<file path="src/cus42_params.svh">
`ifndef CUS42_PARAMS_SVH
`define CUS42_PARAMS_SVH

// raster size in pixels and lines
`define H_TOTAL 384
`define V_TOTAL 264

// bus and counter widths
`define PIXEL_W 9
`define BYTE_W 8
`define LAYER_ADDR_W 12
`define RAM_ADDR_W 13
`define PROM_ADDR_W 14

`define LAYER_COUNT 2	// scroll layers sharing one tile sram

// scroll register index within a layer
`define REG_H_LOW 0	// hscroll [7:0]
`define REG_H_HIGH 1	// hscroll bit 8 from data bit 0
`define REG_V 2	// vscroll [7:0]
`define REG_FLIP 3	// global flip, layer 0 only

`endif

</file>
<file path="src/cus42_pkg.sv">
`include "cus42_params.svh"

package cus42_pkg;

	////////////////////
	// vector types
	////////////////////

	// raster position or scroll offset
	typedef logic [`PIXEL_W-1:0] pixelCount;

	// cpu data bus and sram byte
	typedef logic [`BYTE_W-1:0] cpuByte;

	// full sram address, top bit is the layer
	typedef logic [`RAM_ADDR_W-1:0] ramAddr;

	// address within one layer's half of the sram
	typedef logic [`LAYER_ADDR_W-1:0] layerRamAddr;

	// graphics prom address
	typedef logic [`PROM_ADDR_W-1:0] promAddr;

	////////////////////
	// tile slot phases
	////////////////////

	// four clocks per tile slot, same as hCount[1:0]
	typedef enum logic [1:0] {
		phaseA = 2'd0,	// layer 0 even byte address
		phaseB = 2'd1,	// layer 0 odd byte address
		phaseC = 2'd2,	// layer 1 even byte address
		phaseD = 2'd3	// layer 1 odd byte address
	} fetchPhase;

endpackage

</file>
<file path="src/scrollRegs.sv">
`timescale 1ns/1ns
`include "cus42_params.svh"

module scrollRegs (
	input logic CLK_6M,
	input logic rst,
	input logic regWrite,	// single cycle strobe
	input logic [2:0] regAddr,	// layer, then index
	input cus42_pkg::cpuByte regData,
	output cus42_pkg::pixelCount hScroll0,
	output cus42_pkg::pixelCount vScroll0,
	output cus42_pkg::pixelCount hScroll1,
	output cus42_pkg::pixelCount vScroll1,
	output logic flip
);

	// per layer storage
	cus42_pkg::pixelCount hScrollReg [`LAYER_COUNT];
	cus42_pkg::cpuByte vScrollReg [`LAYER_COUNT];	// bit 8 is never written

	logic regLayer;	// which layer the cpu addresses
	logic [1:0] regIndex;	// field within that layer

	assign regLayer = regAddr[2];
	assign regIndex = regAddr[1:0];

	////////////////////
	// cpu write decode
	////////////////////

	always_ff @(posedge CLK_6M) begin
		if (rst) begin
			for (int i = 0; i < `LAYER_COUNT; i++) begin
				hScrollReg[i] <= '0;
				vScrollReg[i] <= '0;
			end
			flip <= 1'b0;
		end else if (regWrite) begin
			case (regIndex)
				2'(`REG_H_LOW): hScrollReg[regLayer][7:0] <= regData;
				2'(`REG_H_HIGH): hScrollReg[regLayer][8] <= regData[0];	// 9th bit only
				2'(`REG_V): vScrollReg[regLayer] <= regData;
				2'(`REG_FLIP): begin
					// flip lives on layer 0, layer 1 slot is dead
					if (!regLayer) begin
						flip <= regData[0];
					end
				end
				default: ;
			endcase
		end
	end

	// vertical offset tops out at 255
	assign hScroll0 = hScrollReg[0];
	assign vScroll0 = {1'b0, vScrollReg[0]};
	assign hScroll1 = hScrollReg[1];
	assign vScroll1 = {1'b0, vScrollReg[1]};

endmodule

</file>
<file path="config.mk">
export PLATFORM = sky130hd
export DESIGN_NAME = scrollRegs
export DESIGN_NICKNAME = d
export VERILOG_FILES = /design/src/cus42_pkg.sv /design/src/scrollRegs.sv
export VERILOG_INCLUDE_DIRS = /design/src
export SDC_FILE = /design/constraint.sdc
export NUM_CORES = 1
export LEC_CHECK = 0
export ABC_AREA = 0
export BUFFER_PORTS_ARGS = -buffer_cell sky130_fd_sc_hd__buf_2
export CAP_MARGIN = 0
export CORE_UTILIZATION = 56
export CTS_BUF_LIST = sky130_fd_sc_hd__clkbuf_8
export DETAILED_ROUTE_END_ITERATION = 16
export GPL_TIMING_DRIVEN = 0
export PLACE_DENSITY = 0.95
export SKIP_CTS_REPAIR_TIMING = 1
export SLEW_MARGIN = 20
export SYNTH_ARGS = -nofsm -noshare
export SYNTH_HDL_FRONTEND = slang
export SYNTH_SLANG_ARGS = --single-unit
</file>
<file path="constraint.sdc">
create_clock -name CLK_6M -period 3.6 [get_ports CLK_6M]
set_clock_uncertainty 0.05 [all_clocks]
set_input_delay 0.54 -clock CLK_6M [delete_from_list [all_inputs] [get_ports CLK_6M]]
set_output_delay 0.54 -clock CLK_6M [all_outputs]
set_load 0.05 [all_outputs]
</file>
==> summary.txt <==
Timing
  – Final worst-path setup slack: 1.70 ns
  – Hold Fails Final Rpt: 0
  – Slew Limit Fails: 0
  – Fin crit share: 52.9%
  – Slew HR: 62.0%
  – Worst-margin pin slew: 0.571 ns
  – Worst Hold Slack: 0.429 ns
  – Final Critical Period: 1.90 ns
  – Setup TNS: 0 ns
  – Unrepaired setup endpoints after global routing: no
  – Max Clock Freq: 0.525 GHz
  – Setup violators final: 0

Routing
  – Post-Route WL: 3.00 mm
  – Vias per Instance: 5.21
  – DRC: 0
  – Drt first-iter violations: 18
  – Via count: 996
  – DRT Pass-1 Iters: 4
  – DR WL/cell: 15.7 um
  – Post-DRT Antenna Nets: 0

Global routing
  – Grt ovf: 0
  – Vias in the first global route: 939
  – Tot GR Track Use: 22.8%
  – Global-route wire length before repair: 4.53 mm
  – Antenna violations before repair: 0
  – Largest net degree at the start of global routing: 11

Worst setup path
  – Crit path required time: 3.48 ns
  – Crit Path Max Fanout: 10
  – Worst R2R Start: flip$_SDFFE_PP0P_
  – Worst R2R Setup Slack: 2.98 ns
  – Endpoint class of the critical path: flip-flop
  – RR Endpoint: flip$_SDFFE_PP0P_
  – Worst Setup Path Type: primary input to flip-flop
  – R2R cell count: 2
  – Worst EP arrival: 1.78 ns
  – CP Launch Type: primary input

Cells and area
  – Nets: 174
  – Util after Layout: 75.7%
  – Final Non-Filler Cells: 191
  – Share of cells above drive strength 1: 56.5%
  – Area Overhead vs Synth: 22.9%
  – Inserted Diodes: 0
  – Register area: 1040 sq um
  – Fill cell count: 174
  – Multi-input gate area: 440 sq um
  – Commonest cells after routing, fill and taps aside: 50 x buf_2, 34 x edfxtp_1, 26 x nor3_2, 11 x inv_1, 6 x nor3_1
  – Most common cell after layout, fill and taps aside: buf_2

Placed design
  – Dpl cells: 183
  – GPL Wtd Cong: 0.826
  – Dpl hpwl: 2.24 mm
  – Port bufs: 48
  – Pre-CTS WS: 1.39 ns

CTS
  – H-tree depth: 2
  – Clock buffer depth: 2
  – Clock Sinks: 35
  – CTS clk-pin slew, worst paths: 0.06 ns
  – CTS tree: done
  – Worst skew pair latency: 0.27 ns
  – CTS Buf Count: 5
  – Root cell of the clock tree: clkbuf_8

Synth
  – Ys Warns: 0
  – Synth cell types: 19
  – Post-synth ARST share: 0%
  – EDFF count, synth: 34
  – Prevailing post-synth register cell: edfxtp_1
  – Seq cells post-synth: 35
  – Syn avg cell area: 15.2 sq um
  – Mapped Cells: 104
  – Register area share after synthesis: 65.8%
  – Synthesized area: 1580 sq um

Pwr
  – PD cells: 470 nW/um^2
  – Pleak: 0.752 nW
  – Peak VDD IR: 0.372 mV

Min path
  – Hold worst-path end: flip$_SDFFE_PP0P_
  – Hold crit path type: flip-flop to flip-flop
  – Hold path depth: 2
  – Hold Startpoint: flip$_SDFFE_PP0P_

Floorplan
  – Rows: 18
  – Chip height: 55.1 um
  – IO Count: 51
  – Core area: 2570 sq um
  – Die ar.: 3040 sq um
  – Initial Utilization: 61.6%
  – Die W: 55.1 um

Run
  – Maxcap violations: 0

Run status
  – Status: finished clean
-- flip-flops by register name, indices dropped and copies added (netlist names) --
register    flops
flip            1
vScrollReg     16
hScrollReg     18
-- routing by layer --
layer  track usage, %  share of wire, %
met2             38.4                50
met1             28.2                42
met4             7.92               1.6
met5                0                 0
met3             6.56               6.9
-- per-stage QoR --
stage                     cell area [sq um]  total power [mW]
after global placement                 1860             0.660
after detailed placement               1860             0.666
after global routing                   1940             0.942
final                                  1940             0.914
after CTS                              1940             0.913
after floorplan                        1590             0.624
-- cell type report --
cell class / instances / area share (%)
sequential: 35 / 53.6
multi-input combinational: 53 / 22.7
timing repair buffer: 48 / 12.4
buffer: 9 / 3.80
clock buffer: 5 / 3.54
tap: 30 / 1.93
inverter: 8 / 1.55
clock inverter: 3 / 0.580
-- synthesized netlist by cell type (2+ instances only) --
cell type,count,area (sq um)
edfxtp_1,34,1020
nor3_2,26,260
inv_1,8,30.0
nor3_1,6,30.0
buf_6,4,45.0
nand2b_1,4,25.0
o21bai_2,4,45.0
buf_2,2,10.0
buf_4,2,15.0
nand2_1,2,7.51
nand4b_1,2,17.5
nor2_1,2,7.51
o21bai_1,2,15.0
-- logic make-up after synthesis --
kind of cell / after synthesis / share of synthesized area [%]
AOI/OAI and AO/OA: 6 / 3.80
buffers and inverters: 17 / 6.57
DFF: 35 / 65.8
muxes: 1 / 0.633
other: 1 / 0.237
and+or+nand+nor: 44 / 22.9
-- worst max-delay path, cell delays in order --
cell and delay (ns):
buf_2 0.15, or3b_1 0.39, buf_6 0.15, buf_6 0.15
o21bai_2 0.40
-- where the power goes --
part           switching [mW]  internal, mW
registers             0.00642         0.472
logic                   0.144        0.0359
clock network           0.128         0.129
total                   0.278         0.636
-- worst max path at each step --
stage	from	slack, ns	depth (start not counted)	end
2_1_floorplan	rst	1.70	4	vScrollReg[1][0]$_SDFFCE_PN0P_
3_3_place_gp	rst	1.46	5	vScrollReg[0][3]$_SDFFCE_PN0P_
3_5_place_dp	rst	1.39	5	hScrollReg[0][4]$_SDFFCE_PN0P_
4_1_cts	rst	1.69	5	hScrollReg[0][7]$_SDFFCE_PN0P_
5_1_grt	rst	1.61	5	vScrollReg[0][3]$_SDFFCE_PN0P_
6_report	rst	1.70	5	vScrollReg[0][1]$_SDFFCE_PN0P_
No activity file was read; power rests on OpenSTA's default activity.
