File: src/cus42_params.svh
`ifndef CUS42_PARAMS_SVH
`define CUS42_PARAMS_SVH

// raster size in pixels and lines
`define H_TOTAL 384
`define V_TOTAL 264

// bus and counter widths
`define PIXEL_W 9
`define BYTE_W 8
`define LAYER_ADDR_W 12
`define RAM_ADDR_W 13
`define PROM_ADDR_W 14

`define LAYER_COUNT 2	// scroll layers sharing one tile sram

// scroll register index within a layer
`define REG_H_LOW 0	// hscroll [7:0]
`define REG_H_HIGH 1	// hscroll bit 8 from data bit 0
`define REG_V 2	// vscroll [7:0]
`define REG_FLIP 3	// global flip, layer 0 only

`endif

File: src/cus42_pkg.sv
`include "cus42_params.svh"

package cus42_pkg;

	////////////////////
	// vector types
	////////////////////

	// raster position or scroll offset
	typedef logic [`PIXEL_W-1:0] pixelCount;

	// cpu data bus and sram byte
	typedef logic [`BYTE_W-1:0] cpuByte;

	// full sram address, top bit is the layer
	typedef logic [`RAM_ADDR_W-1:0] ramAddr;

	// address within one layer's half of the sram
	typedef logic [`LAYER_ADDR_W-1:0] layerRamAddr;

	// graphics prom address
	typedef logic [`PROM_ADDR_W-1:0] promAddr;

	////////////////////
	// tile slot phases
	////////////////////

	// four clocks per tile slot, same as hCount[1:0]
	typedef enum logic [1:0] {
		phaseA = 2'd0,	// layer 0 even byte address
		phaseB = 2'd1,	// layer 0 odd byte address
		phaseC = 2'd2,	// layer 1 even byte address
		phaseD = 2'd3	// layer 1 odd byte address
	} fetchPhase;

endpackage

File: src/cus42Layer.sv
`timescale 1ns/1ns
`include "cus42_params.svh"

module cus42Layer #(
	parameter int ASSIGNED_LAYER = 0	// 0 fetches in A/B, 1 in C/D
) (
	input logic CLK_6M,
	input logic rst,
	input logic flip,
	input cus42_pkg::pixelCount hCount,
	input cus42_pkg::pixelCount vCount,
	input cus42_pkg::pixelCount hScroll,
	input cus42_pkg::pixelCount vScroll,
	input cus42_pkg::cpuByte rdData,	// sram data, one clock after ra
	output cus42_pkg::layerRamAddr ra,
	output cus42_pkg::promAddr ga,
	output logic gaStrobe	// ga valid this cycle
);

	// slot phases owned by this layer
	localparam cus42_pkg::fetchPhase FIRST_PHASE =
		(ASSIGNED_LAYER == 0) ? cus42_pkg::phaseA : cus42_pkg::phaseC;
	localparam cus42_pkg::fetchPhase SECOND_PHASE =
		(ASSIGNED_LAYER == 0) ? cus42_pkg::phaseB : cus42_pkg::phaseD;
	localparam cus42_pkg::fetchPhase THIRD_PHASE =
		(ASSIGNED_LAYER == 0) ? cus42_pkg::phaseC : cus42_pkg::phaseA;	// odd byte arrives

	cus42_pkg::fetchPhase phase;
	cus42_pkg::pixelCount fh;	// flipped raster column
	cus42_pkg::pixelCount hSum;
	cus42_pkg::pixelCount sh;
	cus42_pkg::pixelCount sv;
	cus42_pkg::pixelCount shLatch;	// coordinates held for the rest of the fetch
	cus42_pkg::pixelCount svLatch;
	cus42_pkg::cpuByte evenByte;	// tile code byte
	logic fetchBusy;	// address issued, strobe still owed

	assign phase = cus42_pkg::fetchPhase'(hCount[1:0]);

	////////////////////
	// scroll adders
	////////////////////

	// mirror by counting back from the line width
	assign fh = flip ? cus42_pkg::pixelCount'(`H_TOTAL - hCount) : hCount;
	assign hSum = hScroll + fh;	// wraps at 512
	// fine column runs backwards under flip
	assign sh = {hSum[8:3], flip ? ~hSum[2:0] : hSum[2:0]};
	assign sv = vScroll + vCount;

	////////////////////
	// sram address
	////////////////////

	// live sum in the first phase, held copy with bit 0 set after that
	assign ra = (phase == FIRST_PHASE) ? {sv[7:3], sh[8:3], 1'b0}
		: {svLatch[7:3], shLatch[8:3], 1'b1};

	// payload capture
	always_ff @(posedge CLK_6M) begin
		if (phase == FIRST_PHASE) begin
			shLatch <= sh;
			svLatch <= sv;
		end
		if (phase == SECOND_PHASE) begin
			evenByte <= rdData;	// read issued in first phase
		end
	end

	////////////////////
	// prom address out
	////////////////////

	always_ff @(posedge CLK_6M) begin
		if (rst) begin
			fetchBusy <= 1'b0;
			gaStrobe <= 1'b0;
			ga <= '0;
		end else begin
			gaStrobe <= (phase == THIRD_PHASE) && fetchBusy;
			if (phase == FIRST_PHASE) begin
				fetchBusy <= 1'b1;
			end else if (phase == THIRD_PHASE) begin
				fetchBusy <= 1'b0;
			end
			if ((phase == THIRD_PHASE) && fetchBusy) begin
				// odd byte bank bits, code byte, fine row, nibble
				ga <= {rdData[1:0], evenByte, svLatch[2:0], shLatch[2]};
			end
		end
	end

endmodule

File: config.mk
export PLATFORM = sky130hd
export DESIGN_NAME = cus42Layer
export DESIGN_NICKNAME = d
export VERILOG_FILES = /design/src/cus42_pkg.sv /design/src/cus42Layer.sv
export VERILOG_INCLUDE_DIRS = /design/src
export SDC_FILE = /design/constraint.sdc
export NUM_CORES = 1
export LEC_CHECK = 0
export BUFFER_PORTS_ARGS = -buffer_cell sky130_fd_sc_hd__clkbuf_2
export CAP_MARGIN = 40
export CORE_UTILIZATION = 29
export DETAILED_ROUTE_END_ITERATION = 7
export PLACE_DENSITY = 0.59
export SLEW_MARGIN = 20
export SYNTH_ARGS = -nofsm -noshare
export SYNTH_HDL_FRONTEND = slang
export SYNTH_SLANG_ARGS = --single-unit
export TNS_END_PERCENT = 20
File: constraint.sdc
create_clock -name CLK_6M -period 6.5 [get_ports CLK_6M]
set_input_delay 0 -clock CLK_6M [delete_from_list [all_inputs] [get_ports CLK_6M]]
set_output_delay 0 -clock CLK_6M [all_outputs]
set_load 0.02 [all_outputs]
==> results by group <==
Power
  • Pwr Total: 0.628 mW
  • PD cells: 220 nW/um^2
  • Leak Pwr: 1.19 nW
  • Worst-case vdd ir drop: 0.0843 mV

Drt
  • Routed via count: 1835
  • Detail Route Antenna Nets: 0
  • Initial DRT Pass Iterations: 4
  • Starting DRT DRC Count: 54
  • Vias per cell: 4.54
  • Avg WL per Cell: 12.0 um
  • # DRC: 0
  • Final WL: 4.84 mm

Timing
  • RSZ-0062 raised after global routing: false
  • Max-slew violations: 0
  • Min Hold Slack: 0.00988 ns
  • Post-route clock period utilization: 40.5%
  • Clock Skew: 0.00813 ns
  • Crit path time final: 2.64 ns
  • Measured slew at the worst slew-check pin: 0.747 ns
  • Relative slew slack: 50.1%
  • Max Freq: 379 MHz
  • Hold Fails Final Rpt: 0
  • Final Setup Violations: 0
  • Final TNS setup: 0 ns

Yosys
  • Mean post-synth cell area: 9.92 um^2
  • Synth warn: 0
  • Post-synthesis cell type count: 40
  • Mux contribution to synthesized area: 5.20%
  • Largest family of logic cells by synthesized area: simple AND/OR/NAND/NOR gates
  • Synth Area in Simple Gates: 16.6%
  • Post-synthesis adder-cell area fraction: 10.5%
  • Post-synthesis instance total: 223
  • Sequential area share after synthesis: 45.7%
  • Synth Area in XOR/XNOR: 7.52%
  • Mapped Area: 2210 um^2
  • Compound-Gate Fraction of Synth Area: 11.8%
  • Synth Register Bits: 39
  • Syn nets: 288

Setup path
  • Crit. End Element: output port
  • CP Data Arrival Time: 2.64 ns
  • Critical path cell sequence: clkbuf_2 > inv_1 > ha_1 > buf_4 > nand2_1 > nand2_1 > xnor2_1 > ha_1 > a21o_1 > a21o_1 > a221oi_2 > xnor2_1 > mux2_4 > clkbuf_2
  • Worst path max stage delay: 0.35 ns
  • CP max-delay cell: buf_4
  • CP top delay family: buffers and inverters
  • Startpoint types: input port
  • Critical path peak fanout: 29
  • Worst reg2reg path depth: 3
  • FF-to-FF End: ga[12]$_SDFFE_PP0P_
  • FF-to-FF setup slack: 5.18 ns
  • Worst path required time: 6.50 ns
  • R2r startpoint: fetchBusy$_SDFFE_PP0P_
  • Setup CP Type: input port to output port
  • Worst Path Buf+Inv: 4

Global routing
  • Overflow after GRT: 0
  • Number of global-route vias before repair: 1717
  • Pin count of the biggest net entering global routing: 30
  • Global-route wire length before repair: 7.75 mm
  • Initial antenna violation count: 0
  • GRT Total Usage: 12.9%

Place
  • Hpwl dp: 3.61 mm
  • Port bufs: 71
  • Routability cong.: 0.759
  • Placed instance count: 388

Cells and area
  • Layout cell share with drive strength beyond 1: 29.8%
  • Layout Utilization: 38.9%
  • Nets@finish: 369
  • Non-filler instance count after layout: 404
  • Ant. Diodes: 0
  • Area Overhead vs Synth: 28.8%

Worst hold path
  • Worst hold stages: 2
  • Tightest Hold Check Type: input port to register
  • Worst hold path startpoint: vScroll[0]
  • WHS Endpoint: svLatch[0]$_DFFE_PP_

Floorplan
  • Die area: 7980 um^2
  • Die Ht: 89.3 um
  • Starting Density: 30.2%
  • # IOs: 74
  • Core ar.: 7330 um^2
  • Row count: 31
  • Die Width: 89.3 um

Status
  • Status: complete, no violations

Clocking
  • Clk_lat worst skew: 0.30 ns
  • Root buf cell: clkbuf_8
  • TritonCTS buffer count: 5
  • CTS tree: done
  • # clock sinks: 39
  • Worst-path clk slew: 0.09 ns
  • CTS Buffer Depth: 2
  • H-Tree Depth: 2

Run
  • Max Cap Violations: 0
how the worst max path moves through the flow:
stage | start | end | slack, ns | cells after the start
2_1_floorplan | hCount[1] | ra[4] | 3.96 | 11
4_1_cts | hCount[0] | ra[5] | 3.82 | 13
6_report | hCount[0] | ra[5] | 3.86 | 14
3_5_place_dp | hCount[0] | ra[5] | 3.84 | 13
3_3_place_gp | hCount[0] | ra[5] | 3.87 | 14
5_1_grt | hCount[1] | ra[5] | 3.58 | 14
metal layers:
layer / global-route usage (%) / vias up / wire length, um
met4: 4.33 / 0 / 31
met2: 22.0 / 55 / 2190
met5: 0 / - / 0
li1: - / 949 / -
met1: 16.0 / 828 / 2350
met3: 3.05 / 3 / 267
state kept, by name, summed over array words and instances, names as in the netlist:
| register | flops |
|---|---|
| shLatch | 7 |
| ga | 14 |
| gaStrobe | 1 |
| fetchBusy | 1 |
| evenByte | 8 |
| svLatch | 8 |
cell type report:
| class | count | area (um^2) |
|---|---|---|
| Fill cell | 743 | 4480 |
| Sequential cell | 39 | 1010 |
| Timing Repair Buffer | 80 | 443 |
| Clock buffer | 5 | 68.8 |
| Tap cell | 99 | 124 |
| Inverter | 10 | 37.5 |
| Clock inverter | 3 | 25.0 |
| Multi-Input combinational cell | 168 | 1140 |
metrics by stage:
step                      area [um^2]  setup WS, ns
after detailed placement         2680          3.84
after CTS                        2850          3.82
after global placement           2680          3.87
after floorplan                  2210          3.96
after global routing             2850          3.58
final                            2850          3.86
placed cells by master, fill, tap and decap left out, types with 3 or more instances in the layout:
master | netlist | routed
xnor2_1 | 16 | 16
edfxtp_1 | 23 | 23
inv_1 | 10 | 10
nor2_1 | 13 | 13
ha_1 | 17 | 17
dfxtp_1 | 16 | 16
xor2_1 | 3 | 3
mux2_2 | 8 | 8
nor4b_1 | 3 | 3
o21ai_0 | 4 | 4
nor3_1 | 5 | 5
nand2_1 | 42 | 42
clkbuf_8 | 0 | 5
a21oi_1 | 22 | 22
clkbuf_2 | 0 | 71
dlygate4sd3_1 | 0 | 8
what timing repair did:
item                      in CTS  in global routing
hold endpoints to repair      10                  0
gates resized for setup        0                  0
hold buffers                   8                  0
buffers inserted               0                  0
power by group:
part	internal [mW]	total [mW]	switching, mW
registers	0.284	0.289	0.00423
logic	0.0743	0.167	0.0926
clock network	0.0768	0.172	0.0952
total	0.436	0.628	0.192
cells in the mapped netlist:
cell type | count | area share, %
nor3b_1 | 2 | 0.68
xor2_1 | 3 | 1.2
o21a_1 | 1 | 0.34
o311ai_0 | 2 | 0.79
a221oi_2 | 1 | 0.68
nand4b_1 | 1 | 0.40
a32oi_1 | 1 | 0.40
and2_0 | 1 | 0.28
o211ai_1 | 1 | 0.34
nand3b_1 | 1 | 0.34
clkbuf_1 | 5 | 0.85
mux2_2 | 8 | 4.1
nand3_1 | 2 | 0.45
nand4_1 | 1 | 0.28
a211oi_1 | 2 | 0.68
a31oi_1 | 1 | 0.28
dfxtp_1 | 16 | 14
o21ai_0 | 4 | 0.91
edfxtp_1 | 23 | 31
a22oi_1 | 1 | 0.34
a21o_1 | 2 | 0.68
nor3_1 | 5 | 1.1
nor2b_1 | 2 | 0.57
xnor2_1 | 16 | 6.3
fa_1 | 1 | 0.91
nor2_1 | 13 | 2.2
o31ai_1 | 2 | 0.68
mux2_4 | 1 | 0.68
inv_1 | 10 | 1.7
or3_1 | 2 | 0.57
a21boi_0 | 2 | 0.68
nor4b_1 | 3 | 1.2
and3_2 | 1 | 0.34
or4b_1 | 1 | 0.45
nand2_1 | 42 | 7.1
buf_1 | 1 | 0.17
a21oi_1 | 22 | 5.0
nand2b_1 | 2 | 0.57
ha_1 | 17 | 9.6
mux2i_1 | 1 | 0.45
logic make-up after synthesis:
family	count (synthesis)
compound gates	42
xor+xnor	19
fa+ha+maj	18
buf+inv	16
flops	39
mux	10
simple gates	79
(Power assumes the default switching activity.)
