File: src/cus42_params.svh
`ifndef CUS42_PARAMS_SVH
`define CUS42_PARAMS_SVH

// raster size in pixels and lines
`define H_TOTAL 384
`define V_TOTAL 264

// bus and counter widths
`define PIXEL_W 9
`define BYTE_W 8
`define LAYER_ADDR_W 12
`define RAM_ADDR_W 13
`define PROM_ADDR_W 14

`define LAYER_COUNT 2	// scroll layers sharing one tile sram

// scroll register index within a layer
`define REG_H_LOW 0	// hscroll [7:0]
`define REG_H_HIGH 1	// hscroll bit 8 from data bit 0
`define REG_V 2	// vscroll [7:0]
`define REG_FLIP 3	// global flip, layer 0 only

`endif

File: src/cus42_pkg.sv
`include "cus42_params.svh"

package cus42_pkg;

	////////////////////
	// vector types
	////////////////////

	// raster position or scroll offset
	typedef logic [`PIXEL_W-1:0] pixelCount;

	// cpu data bus and sram byte
	typedef logic [`BYTE_W-1:0] cpuByte;

	// full sram address, top bit is the layer
	typedef logic [`RAM_ADDR_W-1:0] ramAddr;

	// address within one layer's half of the sram
	typedef logic [`LAYER_ADDR_W-1:0] layerRamAddr;

	// graphics prom address
	typedef logic [`PROM_ADDR_W-1:0] promAddr;

	////////////////////
	// tile slot phases
	////////////////////

	// four clocks per tile slot, same as hCount[1:0]
	typedef enum logic [1:0] {
		phaseA = 2'd0,	// layer 0 even byte address
		phaseB = 2'd1,	// layer 0 odd byte address
		phaseC = 2'd2,	// layer 1 even byte address
		phaseD = 2'd3	// layer 1 odd byte address
	} fetchPhase;

endpackage

File: src/videoTiming.sv
`timescale 1ns/1ns
`include "cus42_params.svh"

module videoTiming (
	input logic CLK_6M,
	input logic rst,
	output cus42_pkg::pixelCount hCount,	// 0 .. 383
	output cus42_pkg::pixelCount vCount	// 0 .. 263
);

	logic hWrap;	// last pixel of the line
	logic vWrap;	// last line of the frame

	assign hWrap = (hCount == cus42_pkg::pixelCount'(`H_TOTAL - 1));
	assign vWrap = (vCount == cus42_pkg::pixelCount'(`V_TOTAL - 1));

	////////////////////
	// horizontal
	////////////////////

	always_ff @(posedge CLK_6M) begin
		if (rst) begin
			hCount <= '0;
		end else if (hWrap) begin
			hCount <= '0;	// back to left edge
		end else begin
			hCount <= hCount + 1'b1;
		end
	end

	////////////////////
	// vertical
	////////////////////

	// advances once per line on the horizontal wrap
	always_ff @(posedge CLK_6M) begin
		if (rst) begin
			vCount <= '0;
		end else if (hWrap) begin
			if (vWrap) begin
				vCount <= '0;	// new frame
			end else begin
				vCount <= vCount + 1'b1;
			end
		end
	end

endmodule

File: config.mk
export PLATFORM = sky130hd
export DESIGN_NAME = videoTiming
export DESIGN_NICKNAME = d
export VERILOG_FILES = /design/src/cus42_pkg.sv /design/src/videoTiming.sv
export VERILOG_INCLUDE_DIRS = /design/src
export SDC_FILE = /design/constraint.sdc
export NUM_CORES = 1
export LEC_CHECK = 0
export ABC_AREA = 1
export BUFFER_PORTS_ARGS = -buffer_cell sky130_fd_sc_hd__buf_2
export CORE_MARGIN = 4
export CORE_UTILIZATION = 47
export DETAILED_ROUTE_END_ITERATION = 8
export PLACE_DENSITY = 0.73
export SYNTH_ARGS = -nofsm -noshare
export SYNTH_HDL_FRONTEND = slang
export SYNTH_SLANG_ARGS = --single-unit
File: constraint.sdc
create_clock -name CLK_6M -period 1.2 [get_ports CLK_6M]
set_input_delay 0.18 -clock CLK_6M [delete_from_list [all_inputs] [get_ports CLK_6M]]
set_output_delay 0.18 -clock CLK_6M [all_outputs]
set_load 0.01 [all_outputs]
==> qor.yml, run 1 <==
worst_setup_path:
  end_kind: "register"
  required_ns: 1.39
  slowest_stage: "dfxtp_4"
  timing_worst_setup_path_type: "reg2reg"
  crit_path_frequent_cell: "nand2_4"
  cp_data_arrival_time_ns: 1.41
  start_kind: "register"
  path_cells: "ha_4, nand3_4, nor2_4, nand2_4, nand2_4, buf_12, a21oi_2"
  cpPeakStageDelay_ns: 0.38
  worstPathMaxFanout: 6
clock_tree:
  clk_pin_slew_ns: 0.11
  cts_hold_buf: 0
  cts_sinks: 18
  cts-root-buf: "clkbuf_4"
  cts_buffers: 3
  cts_tree: "yes"
  clock_latency_ns: 0.30
  cts_max_level: 1
  clock_path_buffers: 2
finish:
  layout-drive-gt1-share_pct: 38.6
  diodes: 0
  area_delta_synth_final_pct: 44.5
  nets: 194
  final_core_util_pct: 75.5
  fin_cells: 214
logic_synthesis:
  synth_nets: 149
  synth_xor_area_share_pct: 1.86
  synth_top_area_share_pct: 38.3
  synth_top_family_by_area: "simple AND/OR/NAND/NOR gates"
  avgSynthCellArea_sq_um: 6.49
  synth_seq_cells: 18
  yosys-top-cells-area: "dfxtp_1 (38%), nand2_1 (19%), nor2_1 (9.6%)"
  yosysSeqAreaShare_pct: 38.3
  synth_compound_area_share_pct: 3.72
  synth_mux_area_share_pct: 0
  yosysUniqueCellTypes: 19
  synth_area_sq_um: 941
  yosysWarnings: 0
  yosysTopAreaCell: "dfxtp_1"
  syn_inst: 145
  synthAdderAreaFrac_pct: 2.66
  yosys.area_share.simple_pct: 45.3
floorplan:
  die_x_um: 52.7
  ios: 20
  dieHeight_um: 52.7
  row_count: 15
  core_area_sq_um: 1800
  initial_utilization_pct: 52.2
  dieArea_sq_um: 2780
drt:
  dr.first_iter.drc_count: 21
  ant_nets: 0
  via_per_inst: 4.77
  wire_per_inst_um: 11.1
  drc: 0
  wirelength_um: 2390
  vias: 1021
  drt_pass1_iterations: 4
place:
  io_buffers: 19
  place_inst: 209
  dp_worst_setup_slack_ns: -0.0195
  gp_congestion: 0.861
  dp_hpwl_um: 1750
flow_run:
  maxCapViolCount: 0
sta:
  setup_viol: 5
  max_freq_mhz: 824
  finalHoldViolations: 0
  rsz0062_at_grt: "yes"
  fin_crit_sh_pct: 101
  worst_slew_pin_slew_ns: 0.278
  maxSlewViolCount: 0
  relSlewSlack_pct: 81.5
  skew_ns: 0.00862
  worst_slack_ns: -0.0132
  period_needed_ns: 1.21
power:
  p_leak_nw: 0.667
  p_total_mw: 1.01
  peakVddDrop_mv: 0.724
  powerDensity_nw_per_um2: 746
global_route:
  grt_pass1_wl_um: 4000
  antenna_found_initial: 0
  grt_usage_pct: 19.5
  grt_pass1_vias: 963
  grt_max_degree: 11
  gr-total-overflow: 0
status:
  outcome: "finished, violations left"
  violations: "setup timing"
worst_hold_path:
  min_path_type: "in2reg"
## cell type report
type | instances | area (sq um)
multi-input combinational | 107 | 584
fill | 151 | 442
clock buffer | 3 | 22.5
timing repair buffer | 40 | 265
sequential | 18 | 372
inverter | 20 | 81.3
clock inverter | 1 | 3.75
tap | 25 | 31.3
## sequential cells by signal, summed over array words and instances, names as in the netlist
register,count
hCount,9
vCount,9
## worst paths after layout
| check | endpoint | slack [ns] | startpoint | cells past startpoint |
|---|---|---|---|---|
| max | hCount[7] | -0.01 | hCount[1] | 7 |
| min | vCount[2] | 0.11 | rst | 2 |
| max reg2reg | hCount[7] | -0.01 | hCount[1] | 7 |
| min reg2reg | vCount[8] | 0.50 | vCount[8] | 2 |
## repair_timing
item / 4_1_cts / 5_1_grt
buffers inserted: 1 / 0
pin swaps: 4 / 3
endpoints found under the setup margin: 13 / 18
gates resized for setup: 5 / 13
gates cloned: 0 / 0
## Yosys cell counts (all sizes together)
cell type   n
nand4       2
ha          2
nor3b       1
o21ai       3
or2         1
nor3        1
dfxtp      18
nand3      15
inv        19
clkinv      1
nor2       26
xnor2       1
a21oi       4
xor2        1
nand2      50
## routing by layer
metal  global-route usage [%]  up-vias  wire length, um
met5                        0        -                0
li1                         -      536                -
met3                     3.70        4              107
met4                     11.1        0               42
met2                     32.6       24             1190
met1                     22.8      457             1050
## logic make-up after synthesis
kind of cell / after synthesis
AOI/OAI and AO/OA: 7
xor gates and xnor gates: 2
adders and majority gates: 2
buffers and inverters: 20
DFF: 18
and+or+nand+nor: 96
## metrics by stage
step / area (sq um) / hold WS [ns] / setup TNS (ns)
detailed placement: 1260 / 0.427 / -0.0282
finish: 1360 / 0.113 / -0.0356
CTS: 1320 / 0.107 / -0.0783
global route: 1360 / 0.118 / -1.08
floorplan: 976 / 0.249 / -0.0760
global placement: 1260 / 0.422 / 0
## worst max-delay path, delay by kind of cell (launching register included)
family	cells	cell delay [ns]
and+or+nand+nor	4	0.41
DFF	1	0.38
adders and majority gates	1	0.14
buffers and inverters	1	0.13
AOI/OAI and AO/OA	1	0.04
## cells in the final DEF (no fill, tap or decap), types with 2 or more instances in the layout
cell type	Yosys	layout
a21oi_2	0	2
dfxtp_1	18	13
nand3_2	1	2
a21oi_1	4	2
nand2_1	48	45
inv_1	18	18
nor2_4	2	3
nand4_1	2	2
nand2_4	2	2
nor2_1	24	17
nand2_2	0	3
dfxtp_2	0	3
nand3_1	14	12
buf_4	0	20
clkbuf_4	0	3
buf_2	0	19
dfxtp_4	0	2
nor2_2	0	6
o21ai_0	3	3
## where the power goes
group	internal (mW)	leakage [nW]	switching, mW	total (mW)
Combinational	0.0385	0.503	0.0428	0.0813
Sequential	0.605	0.148	0.00946	0.615
Clock	0.121	0.0154	0.197	0.319
Total	0.765	0.667	0.250	1.01
Note: power is estimated with default switching activity, not from simulation.
==> inputs of run 2 (changes only) <==
--- a/config.mk
+++ b/config.mk
@@ -8,10 +8,12 @@
 export LEC_CHECK = 0
 export ABC_AREA = 1
 export BUFFER_PORTS_ARGS = -buffer_cell sky130_fd_sc_hd__buf_2
+export CELL_PAD_IN_SITES_DETAIL_PLACEMENT = 1
+export CELL_PAD_IN_SITES_GLOBAL_PLACEMENT = 2
 export CORE_MARGIN = 4
-export CORE_UTILIZATION = 47
+export CORE_UTILIZATION = 25
 export DETAILED_ROUTE_END_ITERATION = 8
-export PLACE_DENSITY = 0.73
+export PLACE_DENSITY_LB_ADDON = 0.1
 export SYNTH_ARGS = -nofsm -noshare
 export SYNTH_HDL_FRONTEND = slang
 export SYNTH_SLANG_ARGS = --single-unit
==> run 2 against run 1 <==
Effect of this change:
- the flow still finishes with violations (setup timing)
- flip-flop and latch count did not move
- maximum frequency fell by 2.7%
- highest routed layer unchanged
- design area rose by 7.8%
- register-to-register slack got worse by 0.03 ns
- sequential power barely moved
- die area rose by 73%
==> qor.yml, run 2 (synthesis gave the netlist of run 1 again) <==
power:
  p_leak_nw: 0.722
  powerDensity_nw_per_um2: 803
  peakVddDrop_mv: 0.425
  p_total_mw: 1.18
drt:
  vias: 1099
  ant_nets: 0
  wirelength_um: 3040
  dr.first_iter.drc_count: 17
  drc: 0
  drt_pass1_iterations: 4
  wire_per_inst_um: 12.3
  via_per_inst: 4.45
sta:
  relSlewSlack_pct: 81.1
  fin_crit_sh_pct: 104
  max_freq_mhz: 802
  maxSlewViolCount: 0
  worst_slew_pin_slew_ns: 0.283
  period_needed_ns: 1.25
  finalHoldViolations: 0
  skew_ns: 0.00656
  setup_viol: 9
  worst_slack_ns: -0.0472
  rsz0062_at_grt: "yes"
clock_tree:
  clock_latency_ns: 0.26
  cts_tree: "yes"
  clk_pin_slew_ns: 0.08
  cts-root-buf: "clkbuf_8"
  cts_buffers: 3
  clock_path_buffers: 2
  cts_hold_buf: 0
  cts_max_level: 1
  cts_sinks: 18
worst_setup_path:
  slowest_stage: "dfxtp_4"
  required_ns: 1.40
  crit_path_frequent_cell: "nor2_4"
  path_cells: "ha_4, nand3_4, nor2_4, nand2_4, nor2_4, nand3_2, nand2_1"
  worstPathMaxFanout: 6
  critical-path-top-delay-family: "simple AND/OR/NAND/NOR gates"
  worst-path-buf-inv: 0
  timing_worst_setup_path_type: "reg2reg"
  start_kind: "register"
  cp_data_arrival_time_ns: 1.45
  cpPeakStageDelay_ns: 0.36
  end_kind: "register"
global_route:
  grt_pass1_vias: 1109
  gr-total-overflow: 0
  grt_max_degree: 11
  antenna_found_initial: 0
  grt_pass1_wl_um: 5210
  grt_usage_pct: 13.5
floorplan:
  initial_utilization_pct: 25.7
  ios: 20
  dieArea_sq_um: 4810
  core_area_sq_um: 3660
  dieHeight_um: 69.4
  die_x_um: 69.4
  row_count: 22
finish:
  area_delta_synth_final_pct: 55.9
  diodes: 0
  largestRegisters: "hCount (9), vCount (9)"
  layout_common_cells: "nand2_1 (46), buf_4 (30), nor2_1 (20)"
  final_common_cell: "nand2_1"
  layout-drive-gt1-share_pct: 38.2
  nets: 204
status:
  outcome: "finished, violations left"
  violations: "setup timing"
flow_run:
  maxCapViolCount: 0
place:
  dp_hpwl_um: 2390
  gp_congestion: 0.783
  dp_worst_setup_slack_ns: -0.143
  io_buffers: 19
worst_hold_path:
  min_path_type: "in2reg"
-- run 2: cell count changes in the layout (fill, tap and decap cells not counted), sizes merged --
cell	delta
buf	+10
-- run 2: worst paths after layout --
path                  start        end  slack [ns]  cells past startpoint
hold reg to reg   hCount[7]  hCount[7]        0.50                      2
setup / recovery  hCount[0]  vCount[1]       -0.05                      7
setup reg to reg  hCount[0]  vCount[1]       -0.05                      7
hold / removal          rst  vCount[4]        0.14                      2
-- run 2: per-layer routing --
metal	vias up	wire (um)	GRT usage [%]
met5	-	0	0
met4	0	10	1.95
met1	524	1210	14.7
li1	557	-	-
met2	15	1710	26.2
met3	3	107	3.62
-- run 2: worst register-to-register path: cells and delay by family (launching register included) --
kind | cells | cell delay, ns
flip-flops | 1 | 0.36
AND/OR/NAND/NOR | 6 | 0.68
adder cells (fa/ha/maj) | 1 | 0.14
-- run 2: what timing repair did --
action,4_1_cts,5_1_grt
gates resized for setup,8,7
setup endpoints to repair,15,15
buffers inserted,4,4
pin swaps,6,1
-- run 2: through the flow --
stage                     TNS [ns]  hold slack (ns)  instance area (sq um)  utilization, %  std cells
after CTS                   -0.447            0.144                   1410            38.6        243
after global placement      -0.670            0.428                   1300            35.6        235
final                       -0.224            0.140                   1470            40.1        247
after detailed placement    -0.910            0.436                   1300            35.6        235
after floorplan            -0.0760            0.249                    976               -        145
after global routing         -1.32            0.153                   1470            40.1        247
-- run 2: final cells by class --
type                       count  area (sq um)
clock buffer                   3          41.3
clock inverter                 1          3.75
fill                         506          2190
inverter                      20          83.8
multi-input combinational    107           569
sequential                    18           370
tap                           48          60.1
timing repair buffer          50           338
-- run 2: power breakdown --
| part | internal, mW | switching, mW | leakage (nW) | total [mW] |
|---|---|---|---|---|
| clock network | 0.228 | 0.229 | 0.0231 | 0.458 |
| registers | 0.605 | 0.00948 | 0.148 | 0.615 |
| logic | 0.0552 | 0.0493 | 0.551 | 0.104 |
| total | 0.889 | 0.288 | 0.722 | 1.18 |
==> inputs of run 3 (changes only) <==
--- a/config.mk
+++ b/config.mk
@@ -11,7 +11,7 @@
 export CELL_PAD_IN_SITES_DETAIL_PLACEMENT = 1
 export CELL_PAD_IN_SITES_GLOBAL_PLACEMENT = 2
 export CORE_MARGIN = 4
-export CORE_UTILIZATION = 25
+export CORE_UTILIZATION = 30
 export DETAILED_ROUTE_END_ITERATION = 8
 export PLACE_DENSITY_LB_ADDON = 0.1
 export SYNTH_ARGS = -nofsm -noshare
==> constraint.sdc (replaced) <==
create_clock -name CLK_6M -period 1.6 [get_ports CLK_6M]
set_input_delay 0.24 -clock CLK_6M [delete_from_list [all_inputs] [get_ports CLK_6M]]
set_output_delay 0.24 -clock CLK_6M [all_outputs]
set_load 0.01 [all_outputs]
==> run 3 against run 2 <==
Effect of this change:
- the run now ends clean
- flip-flop and latch count stayed put
- clock-buffer cell count is 1 higher
- sequential power is 25% lower
- hold slack better by 0.020 ns
- wire length is 19% lower
- power is 33% lower
- register-to-register slack better by 0.25 ns
- largest cell class unchanged
==> qor.yml, run 3 (synthesis gave the netlist of run 1 again) <==
status:
  outcome: "finished, final reports clean"
worst_setup_path:
  start_kind: "register"
  worstPathMaxFanout: 7
  cp_num_cells: 8
  required_ns: 1.81
  critical-path-top-delay-family: "simple AND/OR/NAND/NOR gates"
  path_cells: "ha_2, nand3_2, nor2_4, nand2_4, nand2_4, inv_2, nand2_1, nand2_1"
  cpPeakStageDelay_ns: 0.36
  startpoint: "hCount[0]"
  cp_data_arrival_time_ns: 1.61
  timing_worst_setup_path_type: "reg2reg"
  worst-path-buf-inv: 1
  reg2reg_setup_slack_ns: 0.20
  r2r-end: "vCount[8]"
  end_kind: "register"
  cp-endpoint: "vCount[8]"
  r2r-start: "hCount[0]"
  rr_worst_depth: 8
  slowest_stage: "dfxtp_2"
place:
  placed_cell_area_sq_um: 1100
  dp_hpwl_um: 1930
  gp_congestion: 0.774
  io_buffers: 19
finish:
  layout_common_cells: "nand2_1 (48), nor2_1 (23), buf_2 (19)"
  diodes: 0
  final_common_cell: "nand2_1"
  area_delta_synth_final_pct: 23.0
  fin_area_sq_um: 1160
  largestRegisters: "hCount (9), vCount (9)"
  final_core_util_pct: 38.2
  layout-drive-gt1-share_pct: 22.2
  fillCellCount: 406
  nets: 176
global_route:
  grt_pass1_wl_um: 4570
  grt_usage_pct: 14.1
  gr-total-overflow: 0
  grt_max_degree: 11
  antenna_found_initial: 0
  grt_pass1_vias: 1005
sta:
  finalSetupTns_ns: 0
  finalHoldViolations: 0
  maxSlewViolCount: 0
  worst_slew_pin_slew_ns: 0.342
  skew_ns: 0.00497
  fin_crit_sh_pct: 87.5
  relSlewSlack_pct: 77.2
  period_needed_ns: 1.40
  max_freq_mhz: 715
  holdWs_ns: 0.160
  setup_viol: 0
  rsz0062_at_grt: "no"
floorplan:
  row_count: 20
  dieArea_sq_um: 4100
  ios: 20
  initial_utilization_pct: 31.1
  dieHeight_um: 64.0
  die_x_um: 64.0
  core_area_sq_um: 3030
drt:
  ant_nets: 0
  via_per_inst: 4.42
  drc: 0
  vias: 951
  dr.first_iter.drc_count: 36
  drt_pass1_iterations: 6
  wire_per_inst_um: 11.5
  wirelength_um: 2470
power:
  peakVddDrop_mv: 0.287
  p_total_uw: 788
  p_leak_nw: 0.567
  powerDensity_nw_per_um2: 681
clock_tree:
  cts-root-buf: "clkbuf_4"
  cts_max_level: 1
  cts_buffers: 3
  clock_latency_ns: 0.30
  cts_tree: "yes"
  clk_pin_slew_ns: 0.11
  cts_sinks: 18
  cts_hold_buf: 0
  clock_path_buffers: 2
flow_run:
  maxCapViolCount: 0
worst_hold_path:
  min_path_type: "in2reg"
run 3: layout make-up:
| cell class | count | area (sq um) | share of cell area (%) |
|---|---|---|---|
| timing repair buffer | 22 | 118 | 10.2 |
| clock buffer | 4 | 36.3 | 3.14 |
| tap | 44 | 55.1 | 4.76 |
| inverter | 20 | 76.3 | 6.59 |
| sequential | 18 | 363 | 31.4 |
| multi-input combinational | 107 | 509 | 44.0 |
run 3: what timing repair did:
item	4_1_cts	5_1_grt
setup endpoints to repair	0	6
endpoints found under the hold margin	0	0
buffers inserted	0	2
gates resized for setup	0	4
run 3: report_power, final:
group          switching [mW]  total, mW  leakage [nW]  internal [mW]
Combinational          0.0230     0.0354         0.400         0.0124
Clock                   0.153      0.291        0.0210          0.139
Sequential            0.00584      0.461         0.146          0.455
Total                   0.182      0.788         0.567          0.606
run 3: layer usage:
metal  share of wire (%)  GRT usage, %  vias to the layer above
met2                  44          22.2                       14
li1                    -             -                      500
met3                 2.8          2.28                        5
met5                   0             0                        -
met4                 1.7          5.66                        0
met1                  52          19.0                      432
run 3: stage by stage:
stage / worst slack (ns) / instances
floorplan: 0.264 / 145
global placement: 0.146 / 209
detailed placement: 0.137 / 209
CTS: 0.111 / 213
global route: 0.0324 / 215
finish: 0.201 / 215
run 3: worst min-delay path by stage:
stage                 to  cells after the start  startpoint  slack, ns
3_5_place_dp   hCount[0]                      1   hCount[0]       0.46
4_1_cts        vCount[2]                      2         rst       0.16
5_1_grt        hCount[2]                      2         rst       0.16
2_1_floorplan  vCount[2]                      1         rst       0.31
3_3_place_gp   hCount[0]                      1   hCount[0]       0.44
6_report       vCount[2]                      2         rst       0.16
